--- config.mk ---
export PLATFORM = sky130hd
export DESIGN_NAME = sparse_gather_top
export DESIGN_NICKNAME = d
export VERILOG_FILES = /design/src/sparse_pkg.sv /design/src/prefix_sum.sv /design/src/sparsemap_fetch.sv /design/src/match_encoder.sv /design/src/ifm_input_sel.sv /design/src/ifm_data_buffer.sv /design/src/sparse_gather_top.sv
export SDC_FILE = /design/constraint.sdc
export NUM_CORES = 1
export LEC_CHECK = 0
export BUFFER_PORTS_ARGS = -buffer_cell sky130_fd_sc_hd__buf_2
export CAP_MARGIN = 10
export CELL_PAD_IN_SITES_DETAIL_PLACEMENT = 0
export CELL_PAD_IN_SITES_GLOBAL_PLACEMENT = 1
export CORE_MARGIN = 5
export CORE_UTILIZATION = 59
export CTS_BUF_LIST = sky130_fd_sc_hd__clkbuf_4 sky130_fd_sc_hd__clkbuf_8 sky130_fd_sc_hd__clkbuf_16
export DETAILED_ROUTE_END_ITERATION = 8
export GPL_ROUTABILITY_DRIVEN = 1
export HOLD_SLACK_MARGIN = 0.06
export PLACE_DENSITY_LB_ADDON = 0.3
export REMOVE_ABC_BUFFERS = 1
export SETUP_SLACK_MARGIN = 0.02
export SYNTH_ARGS = -nofsm -noshare
export SYNTH_HDL_FRONTEND = slang
export SYNTH_SLANG_ARGS = --single-unit
--- constraint.sdc ---
create_clock -name clk_i -period 9.4 [get_ports clk_i]
set_clock_uncertainty 0.2 [all_clocks]
set_input_delay 1.41 -clock clk_i [delete_from_list [all_inputs] [get_ports clk_i]]
set_output_delay 1.41 -clock clk_i [all_outputs]
set_load 0.02 [all_outputs]
--- src/sparse_pkg.sv ---
`default_nettype none

package sparse_pkg;

	////////////////////////////////////////////////////////////////////////////
	// Sizes
	////////////////////////////////////////////////////////////////////////////

	// Channels per sparsemap word
	localparam int PREFIX_SUM_SIZE = 8;
	// Depth of the compressed IFM buffer
	localparam int MEM_SIZE        = 64;
	localparam int CHUNK_WORDS     = MEM_SIZE / PREFIX_SUM_SIZE;
	localparam int DATA_W          = 8;

	localparam int CH_IDX_W   = $clog2(PREFIX_SUM_SIZE);
	localparam int WORD_IDX_W = $clog2(CHUNK_WORDS);
	// One extra bit so a full chunk count fits
	localparam int ADDR_W     = $clog2(MEM_SIZE) + 1;
	// Channel number within the chunk, word index over bit index
	localparam int CHAN_W     = WORD_IDX_W + CH_IDX_W;

	////////////////////////////////////////////////////////////////////////////
	// Stage payloads
	////////////////////////////////////////////////////////////////////////////

	typedef logic [PREFIX_SUM_SIZE-1:0] smap_t;

	typedef struct packed {
		smap_t                 ifm_map;
		smap_t                 wgt_map;
		logic [WORD_IDX_W-1:0] word_idx;
		logic                  last_word;
		logic                  valid;
	} fetch_word_t;

	typedef struct packed {
		smap_t                 ifm_map;
		logic [CH_IDX_W-1:0]   match_addr;
		logic [WORD_IDX_W-1:0] word_idx;
		logic                  hit;
		logic                  word_end;
		logic                  last_word;
		logic                  valid;
	} match_t;

	typedef struct packed {
		logic [ADDR_W-1:0] rd_addr;
		logic [CHAN_W-1:0] channel;
		logic              last;
		logic              valid;
	} gather_addr_t;

	typedef struct packed {
		logic [DATA_W-1:0] data;
		logic [CHAN_W-1:0] channel;
		logic              last;
		logic              valid;
	} gather_out_t;

endpackage

`default_nettype wire

--- src/prefix_sum.sv ---
`timescale 1ns/1ps
`default_nettype none

// Exclusive count of ones below each bit of one sparsemap word
module prefix_sum import sparse_pkg::*; (
	input  smap_t             map_i,
	output logic [ADDR_W-1:0] count_o [PREFIX_SUM_SIZE],
	output logic [ADDR_W-1:0] total_o
);

	logic [ADDR_W-1:0] acc_w [PREFIX_SUM_SIZE+1];

	// Ripple chain, short enough for one word
	always_comb begin
		acc_w[0] = '0;
		for (int k = 0; k < PREFIX_SUM_SIZE; k++) begin
			acc_w[k+1] = acc_w[k] + ADDR_W'(map_i[k]);
		end
	end

	always_comb begin
		for (int k = 0; k < PREFIX_SUM_SIZE; k++) begin
			count_o[k] = acc_w[k];
		end
	end

	// Entry past the top bit is the word total
	assign total_o = acc_w[PREFIX_SUM_SIZE];

endmodule

`default_nettype wire

--- src/sparsemap_fetch.sv ---
`timescale 1ns/1ps
`default_nettype none

module sparsemap_fetch import sparse_pkg::*; (
	input  logic                  clk_i,
	input  logic                  rst_i,
	input  logic                  smap_we_i,
	input  logic [WORD_IDX_W-1:0] smap_waddr_i,
	input  smap_t                 ifm_map_i,
	input  smap_t                 wgt_map_i,
	input  logic [WORD_IDX_W-1:0] chunk_last_i,
	input  logic                  chunk_start_i,
	input  logic                  next_word_i,
	output fetch_word_t           word_o
);

	smap_t                 ifm_mem_r [CHUNK_WORDS];
	smap_t                 wgt_mem_r [CHUNK_WORDS];
	logic [WORD_IDX_W-1:0] word_cnt_r;
	logic                  busy_r;

	logic                  advance_w;
	logic                  present_w;
	logic [WORD_IDX_W-1:0] sel_idx_w;

	// Sparsemap chunk storage
	always_ff @(posedge clk_i) begin
		if (smap_we_i) begin
			ifm_mem_r[smap_waddr_i] <= ifm_map_i;
			wgt_mem_r[smap_waddr_i] <= wgt_map_i;
		end
	end

	// A request on the cycle a word is shown belongs to the previous walk
	assign advance_w = busy_r && next_word_i && !word_o.valid && (word_cnt_r != chunk_last_i);
	assign present_w = chunk_start_i || advance_w;
	assign sel_idx_w = chunk_start_i ? '0 : word_cnt_r + 1'b1;

	always_ff @(posedge clk_i) begin
		if (rst_i) begin
			busy_r       <= 1'b0;
			word_cnt_r   <= '0;
			word_o.valid <= 1'b0;
		end else begin
			word_o.valid <= present_w;
			if (present_w) begin
				word_cnt_r       <= sel_idx_w;
				busy_r           <= 1'b1;
				word_o.ifm_map   <= ifm_mem_r[sel_idx_w];
				word_o.wgt_map   <= wgt_mem_r[sel_idx_w];
				word_o.word_idx  <= sel_idx_w;
				word_o.last_word <= (sel_idx_w == chunk_last_i);
			end else if (busy_r && next_word_i && !word_o.valid) begin
				// Last word consumed
				busy_r <= 1'b0;
			end
		end
	end

	// Maps must not change under a running walk
	assert property (@(posedge clk_i) disable iff (rst_i) busy_r |-> !smap_we_i);

endmodule

`default_nettype wire

--- src/match_encoder.sv ---
`timescale 1ns/1ps
`default_nettype none

module match_encoder import sparse_pkg::*; (
	input  logic        clk_i,
	input  logic        rst_i,
	input  fetch_word_t word_i,
	output logic        next_word_o,
	output match_t      match_o
);

	smap_t               ifm_r;
	smap_t               wgt_r;
	smap_t               pend_r;
	logic                busy_r;
	logic [WORD_IDX_W-1:0] word_idx_r;
	logic                last_word_r;

	logic                load_w;
	logic                active_w;
	smap_t               src_w;
	smap_t               remain_w;
	logic [CH_IDX_W-1:0] low_idx_w;

	////////////////////////////////////////////////////////////////////////////
	// Lowest common channel of the current word
	////////////////////////////////////////////////////////////////////////////

	assign load_w   = word_i.valid;
	assign active_w = load_w || busy_r;
	assign src_w    = load_w ? (word_i.ifm_map & word_i.wgt_map) : pend_r;
	// Drop the lowest set bit
	assign remain_w = src_w & (src_w - smap_t'(1));

	always_comb begin
		low_idx_w = '0;
		for (int i = PREFIX_SUM_SIZE - 1; i >= 0; i--) begin
			if (src_w[i]) begin
				low_idx_w = CH_IDX_W'(i);
			end
		end
	end

	////////////////////////////////////////////////////////////////////////////
	// Word state and registered match
	////////////////////////////////////////////////////////////////////////////

	always_ff @(posedge clk_i) begin
		if (load_w) begin
			ifm_r       <= word_i.ifm_map;
			wgt_r       <= word_i.wgt_map;
			word_idx_r  <= word_i.word_idx;
			last_word_r <= word_i.last_word;
		end
	end

	always_ff @(posedge clk_i) begin
		if (rst_i) begin
			busy_r        <= 1'b0;
			next_word_o   <= 1'b0;
			match_o.valid <= 1'b0;
		end else begin
			match_o.valid <= active_w;
			// Request the next word together with word_end
			next_word_o   <= active_w && (remain_w == '0);
			if (active_w) begin
				busy_r             <= (remain_w != '0);
				pend_r             <= remain_w;
				match_o.ifm_map    <= load_w ? word_i.ifm_map : ifm_r;
				match_o.word_idx   <= load_w ? word_i.word_idx : word_idx_r;
				match_o.last_word  <= load_w ? word_i.last_word : last_word_r;
				match_o.match_addr <= low_idx_w;
				match_o.hit        <= |src_w;
				match_o.word_end   <= (remain_w == '0);
			end
		end
	end

	// A hit must point at a channel set in both maps
	assert property (@(posedge clk_i) disable iff (rst_i)
		match_o.valid && match_o.hit |->
			match_o.ifm_map[match_o.match_addr] && wgt_r[match_o.match_addr]);

endmodule

`default_nettype wire

--- src/ifm_input_sel.sv ---
`timescale 1ns/1ps
`default_nettype none

module ifm_input_sel import sparse_pkg::*; (
	input  logic         clk_i,
	input  logic         rst_i,
	input  logic         chunk_start_i,
	input  match_t       match_i,
	output gather_addr_t addr_o
);

	logic [ADDR_W-1:0] prefix_w [PREFIX_SUM_SIZE];
	logic [ADDR_W-1:0] total_w;
	logic [ADDR_W-1:0] base_addr_r;
	logic              start_d_r;
	logic              take_w;

	prefix_sum u_prefix_sum (
		.map_i   (match_i.ifm_map),
		.count_o (prefix_w),
		.total_o (total_w)
	);

	// The match seen right after a start still comes from the old walk
	assign take_w = match_i.valid && !start_d_r;

	// Base of the current word in the compressed buffer
	always_ff @(posedge clk_i) begin
		if (rst_i) begin
			base_addr_r <= '0;
			start_d_r   <= 1'b0;
		end else begin
			start_d_r <= chunk_start_i;
			if (chunk_start_i) begin
				base_addr_r <= '0;
			end else if (take_w && match_i.word_end) begin
				base_addr_r <= base_addr_r + total_w;
			end
		end
	end

	always_ff @(posedge clk_i) begin
		if (rst_i) begin
			addr_o.valid <= 1'b0;
			addr_o.last  <= 1'b0;
		end else begin
			addr_o.valid   <= take_w && match_i.hit;
			// Marker goes out even when the last word has no hit
			addr_o.last    <= take_w && match_i.word_end && match_i.last_word;
			addr_o.rd_addr <= base_addr_r + prefix_w[match_i.match_addr];
			addr_o.channel <= {match_i.word_idx, match_i.match_addr};
		end
	end

	assert property (@(posedge clk_i) disable iff (rst_i)
		addr_o.valid |-> (addr_o.rd_addr < ADDR_W'(MEM_SIZE)));

endmodule

`default_nettype wire

--- src/ifm_data_buffer.sv ---
`timescale 1ns/1ps
`default_nettype none

module ifm_data_buffer import sparse_pkg::*; (
	input  logic              clk_i,
	input  logic              rst_i,
	input  logic              data_we_i,
	input  logic [ADDR_W-2:0] data_waddr_i,
	input  logic [DATA_W-1:0] data_i,
	input  gather_addr_t      addr_i,
	output gather_out_t       gather_o
);

	logic [DATA_W-1:0] mem_r [MEM_SIZE];

	// Compressed nonzero IFM values
	always_ff @(posedge clk_i) begin
		if (data_we_i) begin
			mem_r[data_waddr_i] <= data_i;
		end
	end

	// Registered read, tags travel alongside
	always_ff @(posedge clk_i) begin
		if (rst_i) begin
			gather_o.valid <= 1'b0;
			gather_o.last  <= 1'b0;
		end else begin
			gather_o.valid   <= addr_i.valid;
			gather_o.last    <= addr_i.last;
			gather_o.data    <= mem_r[addr_i.rd_addr[ADDR_W-2:0]];
			gather_o.channel <= addr_i.channel;
		end
	end

endmodule

`default_nettype wire

--- src/sparse_gather_top.sv ---
`timescale 1ns/1ps
`default_nettype none

module sparse_gather_top import sparse_pkg::*; (
	input  logic                  clk_i,
	input  logic                  rst_i,
	input  logic                  smap_we_i,
	input  logic [WORD_IDX_W-1:0] smap_waddr_i,
	input  smap_t                 ifm_map_i,
	input  smap_t                 wgt_map_i,
	input  logic                  data_we_i,
	input  logic [ADDR_W-2:0]     data_waddr_i,
	input  logic [DATA_W-1:0]     data_i,
	input  logic [WORD_IDX_W-1:0] chunk_last_i,
	input  logic                  chunk_start_i,
	output gather_out_t           gather_o,
	output logic                  chunk_done_o
);

	fetch_word_t  fetch_word_w;
	logic         next_word_w;
	match_t       match_w;
	gather_addr_t gather_addr_w;

	sparsemap_fetch u_sparsemap_fetch (
		.clk_i         (clk_i),
		.rst_i         (rst_i),
		.smap_we_i     (smap_we_i),
		.smap_waddr_i  (smap_waddr_i),
		.ifm_map_i     (ifm_map_i),
		.wgt_map_i     (wgt_map_i),
		.chunk_last_i  (chunk_last_i),
		.chunk_start_i (chunk_start_i),
		.next_word_i   (next_word_w),
		.word_o        (fetch_word_w)
	);

	match_encoder u_match_encoder (
		.clk_i       (clk_i),
		.rst_i       (rst_i),
		.word_i      (fetch_word_w),
		.next_word_o (next_word_w),
		.match_o     (match_w)
	);

	ifm_input_sel u_ifm_input_sel (
		.clk_i         (clk_i),
		.rst_i         (rst_i),
		.chunk_start_i (chunk_start_i),
		.match_i       (match_w),
		.addr_o        (gather_addr_w)
	);

	ifm_data_buffer u_ifm_data_buffer (
		.clk_i        (clk_i),
		.rst_i        (rst_i),
		.data_we_i    (data_we_i),
		.data_waddr_i (data_waddr_i),
		.data_i       (data_i),
		.addr_i       (gather_addr_w),
		.gather_o     (gather_o)
	);

	// Last marker reaches the output even with valid low
	assign chunk_done_o = gather_o.last;

endmodule

`default_nettype wire

; ---- Word-level counts from Yosys, hierarchy flattened
; Memory sizes are Yosys's and may differ from the RTL's. A register that Yosys moved wholly into a read port is not among the register bits.
; Index checks and enable logic that the tools add are counted.
; W data, S select, Z words.
[totals]
memories = 3
wordCells = 93
ramBits = 640
ff_bits = 79
[memory_table]
columns = memory, depth, width, read_ports, rd_ports_with_merged_regs, wr, line
row1 = u_ifm_data_buffer.mem_r, 64, 8, 1, 1, 1, ifm_data_buffer.sv:14  ; logic [DATA_W-1:0] mem_r [MEM_SIZE];
row2 = u_sparsemap_fetch.ifm_mem_r, 8, 8, 1, 1, 1, sparsemap_fetch.sv:17  ; smap_t ifm_mem_r [CHUNK_WORDS];
row3 = u_sparsemap_fetch.wgt_mem_r, 8, 8, 1, 1, 1, sparsemap_fetch.sv:18  ; smap_t wgt_mem_r [CHUNK_WORDS];
[op_classes]
magnitude_cmp = 1
reduce_logical = 22
eq_ne = 2
n_bitwise = 4
mux = 21
n_addsub = 11
[ops]
columns = operator, count
row1 = $bmux W7 S3, 1
row2 = $mux W3, 6
row3 = $and A8 B8 Y8, 2
row4 = $mux W8, 2
row5 = $mux W6, 2
row6 = $logic_and A1 B1 Y1, 8
row7 = $logic_not A8 Y1, 1
row8 = $mux W1, 8
row9 = $reduce_bool A8 Y1, 1
row10 = $reduce_or A8 Y1, 1
row11 = $sub A8 B1 Y8 const B, 1
row12 = $add A6 B1 Y7, 1
row13 = $add A7 B1 Y7, 1
row14 = $add A7 B7 Y7, 1
row15 = $add A5 B1 Y6, 1
row16 = $add A6 B6 Y6, 1
row17 = $add A4 B1 Y5, 1
row18 = $add A3 B1 Y4, 1
row19 = $ge A4 B4 Y1 const B, 1
row20 = $mux W2, 2
row21 = $not A3 Y4, 1
row22 = $reduce_and A2 Y1, 2
row23 = $reduce_or A2 Y1, 2
row24 = $reduce_or A4 Y1, 1
row25 = 9 further kinds, 12

; ---- Longest topological paths before layout
; Gate-level depths: netlist of the first run.
[depth]
ltp_word = 10
ltp_mapped = 16
depth_no_buf = 16

; ---- Hierarchy
; Synthesis of the first run repeated with hierarchy kept, for this count alone.
[unflattened]
cells_unflattened = 1749
area_unflattened_um2 = 30475.5
[modules_own_cells]
columns = mod, seq_area_each_um2, cells_each, n_inst, area_each_um2
row1 = ifm_data_buffer, 15835.2, 1003, 1, 20618.5
row2 = sparsemap_fetch, 4544.4, 396, 1, 5840.6
row3 = ifm_input_sel, 590.6, 137, 1, 1636.6
row4 = match_encoder, 1021.0, 115, 1, 1565.3
row5 = prefix_sum, 0.0, 97, 1, 807.0
row6 = sparse_gather_top, 0.0, 1, 1, 7.5

; ---- Worst setup path before layout of the first run
; Ideal clock, no wire load.
[synth_path]
kind = register -> register
from = reg u_match_encoder.match_o[10] in the netlist's numbering
to = reg u_ifm_input_sel.addr_o[13] in the netlist's numbering (data pin)
slack_ns = 5.026
path_buffers = 0
synth_period_minus_slack_ns = 4.374
arrival_ns = 3.917
stages_incl_launch_ff = 16
cell_sequence = edfxtp_1 -> fa_1 -> ha_1 -> ha_1 -> ha_1 -> ha_1 -> ha_1 -> mux4_2 -> nand2_1 -> o31ai_1 -> ha_1 -> a21o_1 -> a21oi_1 -> o21bai_1 -> a21oi_1 -> xnor2_1
[synth_between]
elab_chain_len = 10
[synth_rtl]
columns = element, line
row1 = "start, declared", match_encoder.sv:9  ; output match_t match_o
row2 = $add A1 B1 Y2, prefix_sum.sv:17  ; acc_w[k+1] = acc_w[k] + ADDR_W'(map_i[k]);
row3 = $add A2 B1 Y3, prefix_sum.sv:17
row4 = $add A3 B1 Y4, prefix_sum.sv:17
row5 = $add A4 B1 Y5, prefix_sum.sv:17
row6 = $add A5 B1 Y6, prefix_sum.sv:17
row7 = $add A6 B1 Y7, prefix_sum.sv:17
row8 = $bmux W7 S3 *, ifm_input_sel.sv:50  ; addr_o.rd_addr <= base_addr_r + prefix_w[match_i.match_addr];
row9 = $mux W6 (not written as such) * (2 in series), ifm_input_sel.sv:50
row10 = $add A6 B6 Y6 *, ifm_input_sel.sv:50
row11 = "end, declared", ifm_input_sel.sv:9  ; output gather_addr_t addr_o
; Mark *: on every way between the ends. The rest lies on a longest branch, timed or not. The select of a mux whose other input is x is not followed.
; A chain may end at the register's enable or synchronous reset.

; ---- Worst setup path after layout of the first run
; Same ends and word-level chain as after synthesis.

==> impl_results.md, run 1 <==
* Outcome: completed
* Ys flop type: edfxtp_1
* Layout cells sized above 1 at 0.2295
* Post-synth top area cell: edfxtp_1
* Worst Setup Slack, final at 4788 ps
* Most frequent cells in the layout: edfxtp_1, mux4_2, nor2_1, nand2_1, clkbuf_16
* Reg clk slew, reported paths at ~60 ps
* Placeable core area at 49,050 um2
* Area of the die at roughly 54,000 um2
* Antenna diode count at 0
* Area grow syn2layout at 11.78%
* DR vias at approximately 14,000
* Cell variety after synth at 67
* Clk sink count at roughly 740
* Number of flops mapped to enable cells by yosys at ~700
* Crit Path Max Fanout at 4
* Setup repair after global routing missed its margin: false
* DP Cell Count at between 2,000 and 2,500
* NetSw at between 1.5 and 2 mW
* Post-DR vias/cell at 6.168
* WL/cell at approximately 26 um
* Grt total ovfl at 0
* Part of the power in the clock network at 0.406
* Fin cells at between 2,000 and 2,500
* Cell internal pwr at between 5 and 6 mW
* PD cells at about 230 nW/um2
* VDD IR max at between 0.15 and 0.2 mV
* Tcrit/Tclk final at 0.4907
* Overall routing resource usage at 0.2262
* First-pass GRT wire length at approximately 91 mm
* Sequential share of the synthesized area at 0.7496
* Most common cell after layout, fill and taps aside: edfxtp_1
* Area contributors post-synth: edfxtp_1, mux4_2, dfxtp_1
* Final #Nets at between 1,500 and 2,000
* Num CTS Buffers at 73
* CP endpoint kind: flip-flop
* Comb pwr share at 0.089
* Post-CTS Resized at 0
* Multi-input gate area at 6882 um2
* #FFs+latches synth at between 700 and 800
* # fillers at 3,172
* Top cell type's share of synthesized area at 0.7284
* Worst setup SP type: flip-flop
* Die Span X at 232.7 um
* Ys async rst share at 0
* Pin count of the biggest net entering global routing at 92
* Initial Util at 0.5967
* First drt pass iteration count at 5
* Max Cap Viol at 0
* Flop pwr share at 0.504
* Sw Ratio at 0.2160
* Max-slew violations at 0
* Leakage at 10.59 nW
* Row cnt at 81
* Hold Crit Class: flip-flop to flip-flop
* Vias in the first global route at 14,525
* Yosys Warn Count at 0
* Least-Margin Pin Slew at 1208 ps
* Slew headroom at 0.1946
* Worst EP arrival at between 4000 and 5000 ps
* CTS Buffer Depth at 3
* DRC at 0
* Worst-skew pair later-pin latency at 610 ps
* Setup CP Type: flip-flop to flip-flop
* Post-Syn Instances at ~1,500
* Initial antenna violation count at 0
* Gpl congestion at approximately 0.8
* Post-Route WL at slightly below 60 mm
* Pre-CTS setup slack at between 4000 and 5000 ps
* DRT iter0 DRCs at between 1,000 and 1,500
* Hold-fix buffer count after cts at 0
* CTS tree: yes
* Die height at between 200 and 250 um
* Setup TNS at 0 ps
* Max Clk Rate at between 200 and 250 MHz
* Minimum clock period at about 4600 ps
* H-tree levels at 3
* Syn avg cell area at just under 20 um2
* Synth Cell Area at 29,270 um2
* Post-CTS Setup Bufs at 0
* Storage cell area at 21,940 um2
* I/O Pins at 58
* Routed Antenna Nets at 0
* Final Hold Vio Count at 0
* Hpwl dp at 34.91 mm
* Root buffer cell: clkbuf_16
* WP data required at 9560 ps
* Final setup violation count at 0
* Port bufs at 57
[power groups by stage]
stage                     combinational, mW  clock [mW]  sequential [mW]
after floorplan                       0.404           0             3.85
after global placement                0.647           0             3.78
after detailed placement              0.657           0             3.79
after CTS                             0.661        3.04             3.72
after global routing                  0.714        3.20             3.72
final                                 0.658        3.00             3.72
[per-stage QoR]
stage | total power, mW | hold slack [ps] | utilization | area [um2]
global placement | 4.431 | 201.8 | 0.6152 | 30180
detailed placement | 4.446 | 213.3 | 0.6152 | 30180
finish | 7.372 | 223.4 | 0.6670 | 32720
CTS | 7.423 | 226.2 | 0.6660 | 32670
global route | 7.637 | 239.2 | 0.6670 | 32720
floorplan | 4.258 | 200.3 | - | 28840
[sequential cells by signal, indices dropped and copies added (netlist names)]
signal / cells
u_match_encoder.match_o: 18
u_sparsemap_fetch.word_o: 21
u_match_encoder.pend_r: 7
u_match_encoder.last_word_r: 1
u_ifm_data_buffer.mem_r: 512
u_ifm_input_sel.start_d_r: 1
u_ifm_input_sel.addr_o: 14
u_match_encoder.next_word_o: 1
u_sparsemap_fetch.busy_r: 1
u_match_encoder.busy_r: 1
u_ifm_input_sel.base_addr_r: 6
u_sparsemap_fetch.wgt_mem_r: 64
u_match_encoder.word_idx_r: 3
u_match_encoder.ifm_r: 8
u_sparsemap_fetch.ifm_mem_r: 64
u_sparsemap_fetch.word_cnt_r: 3
u_ifm_data_buffer.gather_o: 16
[cells by family after synthesis]
| group | synth area share |
|---|---|
| xor+xnor | 0.007823 |
| compound gates | 0.02830 |
| mux | 0.1340 |
| fa+ha+maj | 0.01163 |
| flops | 0.7496 |
| simple gates | 0.05279 |
| buf+inv | 0.01590 |
[layout make-up]
type | count | area share
Tap cell | 664 | 0.02539
Clock buffer | 92 | 0.06325
Timing Repair Buffer | 85 | 0.01629
Inverter | 10 | 0.001147
Sequential cell | 741 | 0.6706
Multi-Input combinational cell | 679 | 0.2103
Clock inverter | 40 | 0.01296
[critical path: stages (launching register included)]
cell and delay [ps]:
edfxtp_1 430, fa_1 540, ha_1 320, ha_1 230
ha_1 340, ha_1 330, ha_1 320, mux4_2 460
nand2_1 80, o31ai_1 110, ha_1 310, a21o_1 160
a21oi_1 210, o21bai_1 90, a21oi_1 180, xnor2_1 80
[layer usage]
layer | global-route usage | share of wire | vias to the layer above | routed length, um
met2 | 0.3480 | 0.48 | 593 | 28400
met3 | 0.05772 | 0.092 | 111 | 5433
met1 | 0.3278 | 0.40 | 7274 | 24030
met5 | 0 | 0 | - | 0
li1 | - | - | 6277 | -
met4 | 0.06830 | 0.025 | 0 | 1475
[path summary, 6_finish.rpt]
| kind | startpoint | to | slack, ps | depth (start not counted) |
|---|---|---|---|---|
| min reg2reg | u_ifm_input_sel.addr_o[7] | u_ifm_data_buffer.gather_o[7] | 220 | 0 |
| max reg2reg | u_match_encoder.match_o[10] | u_ifm_input_sel.addr_o[13] | 4790 | 15 |
| max | u_match_encoder.match_o[10] | u_ifm_input_sel.addr_o[13] | 4790 | 15 |
| min | u_ifm_input_sel.addr_o[7] | u_ifm_data_buffer.gather_o[7] | 220 | 0 |
[synthesized netlist by cell type (3+ instances only)]
| library cell | number |
|---|---|
| a31oi_1 | 4 |
| a2111oi_0 | 4 |
| a21oi_1 | 17 |
| fa_1 | 4 |
| dfxtp_1 | 31 |
| inv_1 | 9 |
| buf_4 | 10 |
| o21ai_1 | 10 |
| or4_1 | 8 |
| a21o_1 | 4 |
| xor2_1 | 8 |
| nor3_1 | 16 |
| nand4_1 | 4 |
| buf_1 | 5 |
| nand2b_1 | 9 |
| xnor2_1 | 13 |
| nand3_1 | 17 |
| nor2_1 | 116 |
| o211ai_1 | 6 |
| mux4_2 | 147 |
| edfxtp_1 | 710 |
| o21ai_0 | 12 |
| or3_1 | 4 |
| and3_1 | 8 |
| buf_6 | 11 |
| nor2b_1 | 20 |
| mux2_2 | 13 |
| nand2_1 | 85 |
| buf_2 | 17 |
| nand3b_1 | 11 |
| mux4_1 | 15 |
| o22ai_1 | 42 |
| ha_1 | 20 |
| nor4_1 | 3 |
| and2_1 | 5 |
| clkbuf_1 | 26 |
| or3b_2 | 4 |
| o21a_1 | 5 |
| mux2i_1 | 7 |
| a211oi_1 | 7 |
Note: power is estimated with default switching activity, not from simulation.
==> inputs of run 2 (changes only) <==
Settings changed: CORE_UTILIZATION 59 to 50.
Clock period 9.4 ns to 4.15 ns, I/O delays scaled along.
==> run 2 against run 1 <==
The flow now finishes with violations (negative setup slack). Combinational power grew to 2.5 times the previous value. Flip-flop and latch count stayed put. Non-clock buffer count is 47 higher. Fmax is 8.6% higher. Highest routed layer unchanged.
==> impl_results.md, run 2 (synthesis gave the netlist of run 1 again) <==
* Reg clk slew, reported paths at 60 ps
* DR vias at 14,445
* Worst setup path startpoint: u_match_encoder.match_o[10]
* Setup CP Type: flip-flop to flip-flop
* Most common cell after layout, fill and taps aside: edfxtp_1
* Post-Route WL at ~60 mm
* Area grow syn2layout at 14.16%
* Critical R2R Launch: u_match_encoder.match_o[10]
* Worst EP arrival at between 4000 and 5000 ps
* Worst setup SP type: flip-flop
* Die height at about 250 um
* CP cell instances: fa_2 > ha_4 > ha_4 > ha_4 > ha_4 > ha_4 > mux4_2 > nand2_2 > o31ai_4 > ha_1 > a21o_1 > a21oi_2 > o21bai_1 > a21oi_1 > xnor2_1
* DRT iter0 DRCs at between 1,000 and 1,500
* Gpl congestion at between 0.8 and 0.9
* Tcrit/Tclk final at 1.023
* Largest register by flop count: u_ifm_data_buffer.mem_r
* Setup TNS at -134.8 ps
* CTS Buffer Depth at 3
* Worst-skew pair later-pin latency at between 600 and 700 ps
* Num CTS Buffers at 74
* First drt pass iteration count at 5
* CP endpoint kind: flip-flop
* Routed Antenna Nets at 0
* Leakage at 10.83 nW
* Overall routing resource usage at 0.1929
* Slew headroom at 0.1637
* Vias in the first global route at 14,674
* Minimum clock period at about 4200 ps
* Max Clk Rate at 235.4 MHz
* Setup repair after global routing missed its margin: true
* PD cells at between 500 and 600 nW/um2
* Final core utilization at 0.5781
* Post-route design area at roughly 33,000 um2
* Root buffer cell: clkbuf_16
* Hold Crit Class: input port to flip-flop
* Most used cell, CP: ha_4
* Layout cells sized above 1 at 0.2519
* Max Cap Viol at 0
* WL/cell at approximately 25 um
* Area of the die at around 63,000 um2
* # fillers at between 4,000 and 5,000
* First-pass GRT wire length at between 90 and 100 mm
* Outcome: finished, violations left
* WP data required at 4300 ps
* CTS tree: yes
* Crit Path Max Fanout at 3
* VDD IR max at ~0.33 mV
* Placeable core area at a little under 60,000 um2
* Initial Util at 0.5064
* Min-delay src: wgt_map_i[5]
* Initial antenna violation count at 1
* DRC at 0
* Hpwl dp at roughly 38 mm
* Post-DP Area at 30,660 um2
* Grt total ovfl at 0
* I/O Pins at 58
* Pre-CTS setup slack at -364.7 ps
* Final #Nets at ~1,700
* Max-slew violations at 0
* Top flop regs: u_ifm_data_buffer.mem_r (512), u_sparsemap_fetch.ifm_mem_r (64), u_sparsemap_fetch.wgt_mem_r (64)
* Worst Setup Slack, final at -97.27 ps
* Clk sink count at between 700 and 800
* Final Hold Vio Count at 0
* Largest register FFs at 512
* Failing checks: negative setup slack
* Reg-to-reg slack, setup at -100 ps
* Row cnt at just under 90
* Slowest stage cell, crit path: fa_2
* Delay of the slowest cell on the worst path at 660 ps
* Final setup violation count at 2
* Post-DR vias/cell at between 5 and 6
* Port bufs at 57
* Most frequent cells in the layout: edfxtp_1, mux4_2, nor2_1, nand2_1, clkbuf_16
* H-tree levels at 3
* Die Span X at roughly 250 um
* Least-Margin Pin Slew at between 1000 and 1500 ps
* Pin count of the biggest net entering global routing at 65
[run 2: worst max-delay path, delay by kind of cell (launching register included)]
family                     cells  cell delay [ps]
and+or+nand+nor                1              110
muxes                          1              460
xor gates and xnor gates       1               80
AOI/OAI and AO/OA              5              670
adders and majority gates      7             2060
DFF                            1              420
[run 2: metal layers]
metal | wire length [um] | global-route usage
met5 | 0 | 0
met4 | 1193 | 0.05413
met3 | 4194 | 0.03938
met2 | 28960 | 0.2969
met1 | 26590 | 0.2863
[run 2: final cells by class]
type	count	area, um2	share of cell area
Sequential cell	741	21940	0.6566
Multi-Input combinational cell	679	7044	0.2108
Clock buffer	90	2031	0.06077
Timing Repair Buffer	132	964.7	0.02887
Tap cell	765	957.2	0.02865
Clock inverter	43	436.7	0.01307
Inverter	10	37.54	0.001123
Antenna cell	1	2.502	0.00007489
[run 2: worst paths after layout]
path,cells after the start,to
worst min-delay path,1,u_sparsemap_fetch.wgt_mem_r[3][5]
worst min register to register,0,u_ifm_data_buffer.gather_o[2]
worst max-delay path,15,u_ifm_input_sel.addr_o[13]
worst max register to register,15,u_ifm_input_sel.addr_o[13]
[run 2: report_power, final]
part           leakage (nW)  switching [mW]  internal, mW  total [mW]
clock                  1.22            2.73          3.99        6.72
sequential             6.69          0.0892          8.36        8.45
combinational          2.91           0.892         0.778        1.67
total                  10.8            3.71          13.1        16.8
[run 2: timing repair]
item                                   CTS  global route
endpoints found under the hold margin   68             0
hold buffers                            10             0
buffers inserted                         2             2
setup endpoints to repair                6             6
pin swaps                               11            10
gates cloned                             0             0
resized for setup                       19             4
[run 2: per-stage QoR]
step | power [mW] | hold WS, ps | std cells
floorplan | 9.645 | 200.3 | 1430
global placement | 10.16 | 201.8 | 2315
detailed placement | 10.19 | 204.5 | 2315
CTS | 16.95 | 60.09 | 2460
global route | 17.43 | 70.73 | 2460
finish | 16.84 | 87.02 | 2461
==> inputs of run 3 (changes only) <==
Settings changed: ABC_AREA from default to 1, CORE_UTILIZATION 50 to 56, SKIP_CTS_REPAIR_TIMING from default to 1.
Clock period 4.15 ns to 4.9 ns, I/O delays scaled along.
==> run 3 against run 2 <==
The run now ends clean. Critical path depth grew 4. Combinational power shrank 8%. Final cell count grew 32%. Routed wire length grew 13%. Worst hold slack gained 110 ps. Clock power shrank 16%.
==> impl_results.md, run 3 <==
* Clk sink count at ~740
* Most frequent cells in the layout: edfxtp_1, nand2_1, nor2_1, nand3_1, o21ai_0
* Yosys Warn Count at 0
* Worst setup SP type: flip-flop
* Min-delay src: wgt_map_i[0]
* Area grow syn2layout at 10.78%
* Num CTS Buffers at 76
* Tot Pwr at 14.32 mW
* Sequential share of the synthesized area at 0.7268
* Ys async rst share at 0
* CP endpoint kind: flip-flop
* Hold Crit Class: input port to flip-flop
* Largest register by flop count: u_ifm_data_buffer.mem_r
* Post-Syn Instances at about 2,500
* Comb pwr share at 0.108
* NetSw at between 3 and 4 mW
* Top layer in use: met4
* Most common cell in the netlist: edfxtp_1
* Cell internal pwr at approximately 11 mW
* Final Hold Vio Count at 0
* Crit Path Max Fanout at 3
* Syn avg cell area at around 12 um2
* Pin count of the biggest net entering global routing at 153
* Storage cell area at 21,940 um2
* Reg-to-reg slack, setup at roughly 600 ps
* Worst EP arrival at between 4000 and 5000 ps
* Setup CP Type: flip-flop to flip-flop
* Outcome: completed
* Top cell type's share of synthesized area at 0.7062
* Root buffer cell: clkbuf_16
* Routed Antenna Nets at 0
* #FFs+latches synth at 741
* Synth Cell Area at roughly 30,000 um2
* Area of the die at approximately 60,000 um2
* Met3 wire length at between 6 and 7 mm
* Hpwl dp at around 39 mm
* Leakage at around 12 nW
* Post-synth top area cell: edfxtp_1
* Worst r2r dst: u_ifm_input_sel.addr_o[13]
* Sw Ratio at 0.2433
* Gpl congestion at around 0.84
* VDD IR max at roughly 0.22 mV
* Post-DR vias/cell at a little under 6
* # fillers at 4,097
* DRT iter0 DRCs at between 2,000 and 2,500
* Area contributors post-synth: edfxtp_1, nand2_1, nor2_1
* Largest register FFs at 512
* Cell variety after synth at 42
* Number of flops mapped to enable cells by yosys at just over 700
* Worst-skew pair later-pin latency at between 600 and 700 ps
* WP data required at between 5000 and 6000 ps
* Met2 routed WL at roughly 32 mm
* First-pass GRT wire length at between 100 and 150 mm
* Least-Margin Pin Slew at around 1100 ps
* Final setup violation count at 0
* Max-slew violations at 0
* Top flop regs: u_ifm_data_buffer.mem_r (512), u_sparsemap_fetch.ifm_mem_r (64), u_sparsemap_fetch.wgt_mem_r (64)
* WL/cell at ~21 um
* Multi-input gate area at approximately 7100 um2
* Part of the power in the clock network at 0.393
* CTS Buffer Depth at 3
* Grt total ovfl at 0
* I/O Pins at 58
* Reg clk slew, reported paths at roughly 60 ps
* DRC at 0
* Die Span X at about 240 um
* Ys flop type: edfxtp_1
* Post-Route M1 WL at between 20 and 30 mm
* Final #Nets at between 2,000 and 3,000
* Max Clk Rate at roughly 230 MHz
* Overall routing resource usage at 0.2325
* Tcrit/Tclk final at 0.8779
* Flop pwr share at 0.499
* H-tree levels at 3
* PD cells at between 400 and 500 nW/um2
* Die height at roughly 240 um
* Minimum clock period at between 4000 and 5000 ps
* Post-Route WL at between 60 and 70 mm
* Row cnt at 85
* Most common cell after layout, fill and taps aside: edfxtp_1
* Final hold slack at a little under 200 ps
* DR vias at between 15,000 and 20,000
* Initial antenna violation count at 2
* First drt pass iteration count at 6
* CTS tree: yes
* Placeable core area at ~54,000 um2
* Slew headroom at 0.2978
* Setup repair after global routing missed its margin: false
* Critical R2R Launch: u_match_encoder.match_o[10]
* Initial Util at 0.5632
* Hold endpoint: u_sparsemap_fetch.wgt_mem_r[0][0]
* Max Cap Viol at 0
* Leading cell types by count after synthesis: edfxtp_1, nand2_1, nor2_1
* Reg2reg path depth at 19
* Port bufs at 57
* Layout cells sized above 1 at 0.1016
* Hold Path Stages at 1
* Vias in the first global route at approximately 18,000
[run 3: cell count changes after synthesis, sizes merged, moves of 43 or more]
cell	delta
nand2	+316
nor2	+216
o21ai	+200
mux4	-162
buf	+47
a21oi	+44
nand3	+169
inv	+102
o22ai	+43
[run 3: kinds of logic after synthesis]
family,Yosys count,share of synthesized area
flops,741,0.7268
mux,7,0.002611
buf+inv,254,0.03916
simple gates,995,0.1385
xor+xnor,11,0.003191
compound gates,422,0.07883
fa+ha+maj,24,0.01094
[run 3: area by class of cell]
type	count	share of cell area
Antenna cell	2	0.0001496
Clock buffer	99	0.06431
Clock inverter	39	0.009241
Inverter	112	0.01272
Multi-Input combinational cell	1459	0.2119
Sequential cell	741	0.6560
Tap cell	696	0.02604
Timing Repair Buffer	98	0.01960
[run 3: through the flow]
| stage | cells | TNS, ps | worst slack, ps | area, um2 | util |
|---|---|---|---|---|---|
| floorplan | 2312 | -23530 | -2941 | 29430 | - |
| global placement | 3106 | 0 | 611.0 | 30980 | 0.5780 |
| detailed placement | 3106 | 0 | 545.0 | 30980 | 0.5780 |
| CTS | 3244 | 0 | 568.5 | 33440 | 0.6239 |
| global route | 3246 | 0 | 279.5 | 33440 | 0.6240 |
| finish | 3246 | 0 | 598.1 | 33440 | 0.6240 |
[run 3: worst max-delay path, stage by stage, from the launching register on]
cell      delay [ps]
edfxtp_1         440
fa_1             540
ha_1             320
ha_1             210
ha_1             320
ha_1             320
ha_1             300
inv_1             60
a21oi_1          110
o21ai_0           90
o21ai_0          100
nand2_1           70
o21ai_0          160
ha_1             300
nand3_1           70
nand2_1           90
a21oi_1          130
nor2_1            50
nor2_1           110
xnor2_1           70
[run 3: power groups by stage]
stage | Sequential [mW] | Clock [mW] | Combinational (mW)
floorplan | 7.37 | 0 | 0.865
global placement | 7.27 | 0 | 1.49
detailed placement | 7.27 | 0 | 1.52
CTS | 7.14 | 5.72 | 1.53
global route | 7.15 | 6.01 | 1.71
finish | 7.14 | 5.63 | 1.54
[run 3: worst max-delay path by stage]
stage	start	to	depth (start not counted)
after global routing	u_match_encoder.match_o[10]	u_ifm_input_sel.addr_o[13]	19
final	u_match_encoder.match_o[10]	u_ifm_input_sel.addr_o[13]	19
after detailed placement	u_match_encoder.match_o[10]	u_ifm_input_sel.addr_o[13]	19
after CTS	u_match_encoder.match_o[10]	u_ifm_input_sel.addr_o[13]	19
after global placement	u_match_encoder.match_o[10]	u_ifm_input_sel.addr_o[13]	19
after floorplan	u_ifm_input_sel.addr_o[8]	u_ifm_data_buffer.gather_o[10]	9
[run 3: per-layer routing]
layer / global-route usage / vias to the layer above
li1: - / 8907
met1: 0.3403 / 9372
met4: 0.07284 / 0
met3: 0.05362 / 109
met5: 0 / -
met2: 0.3525 / 768
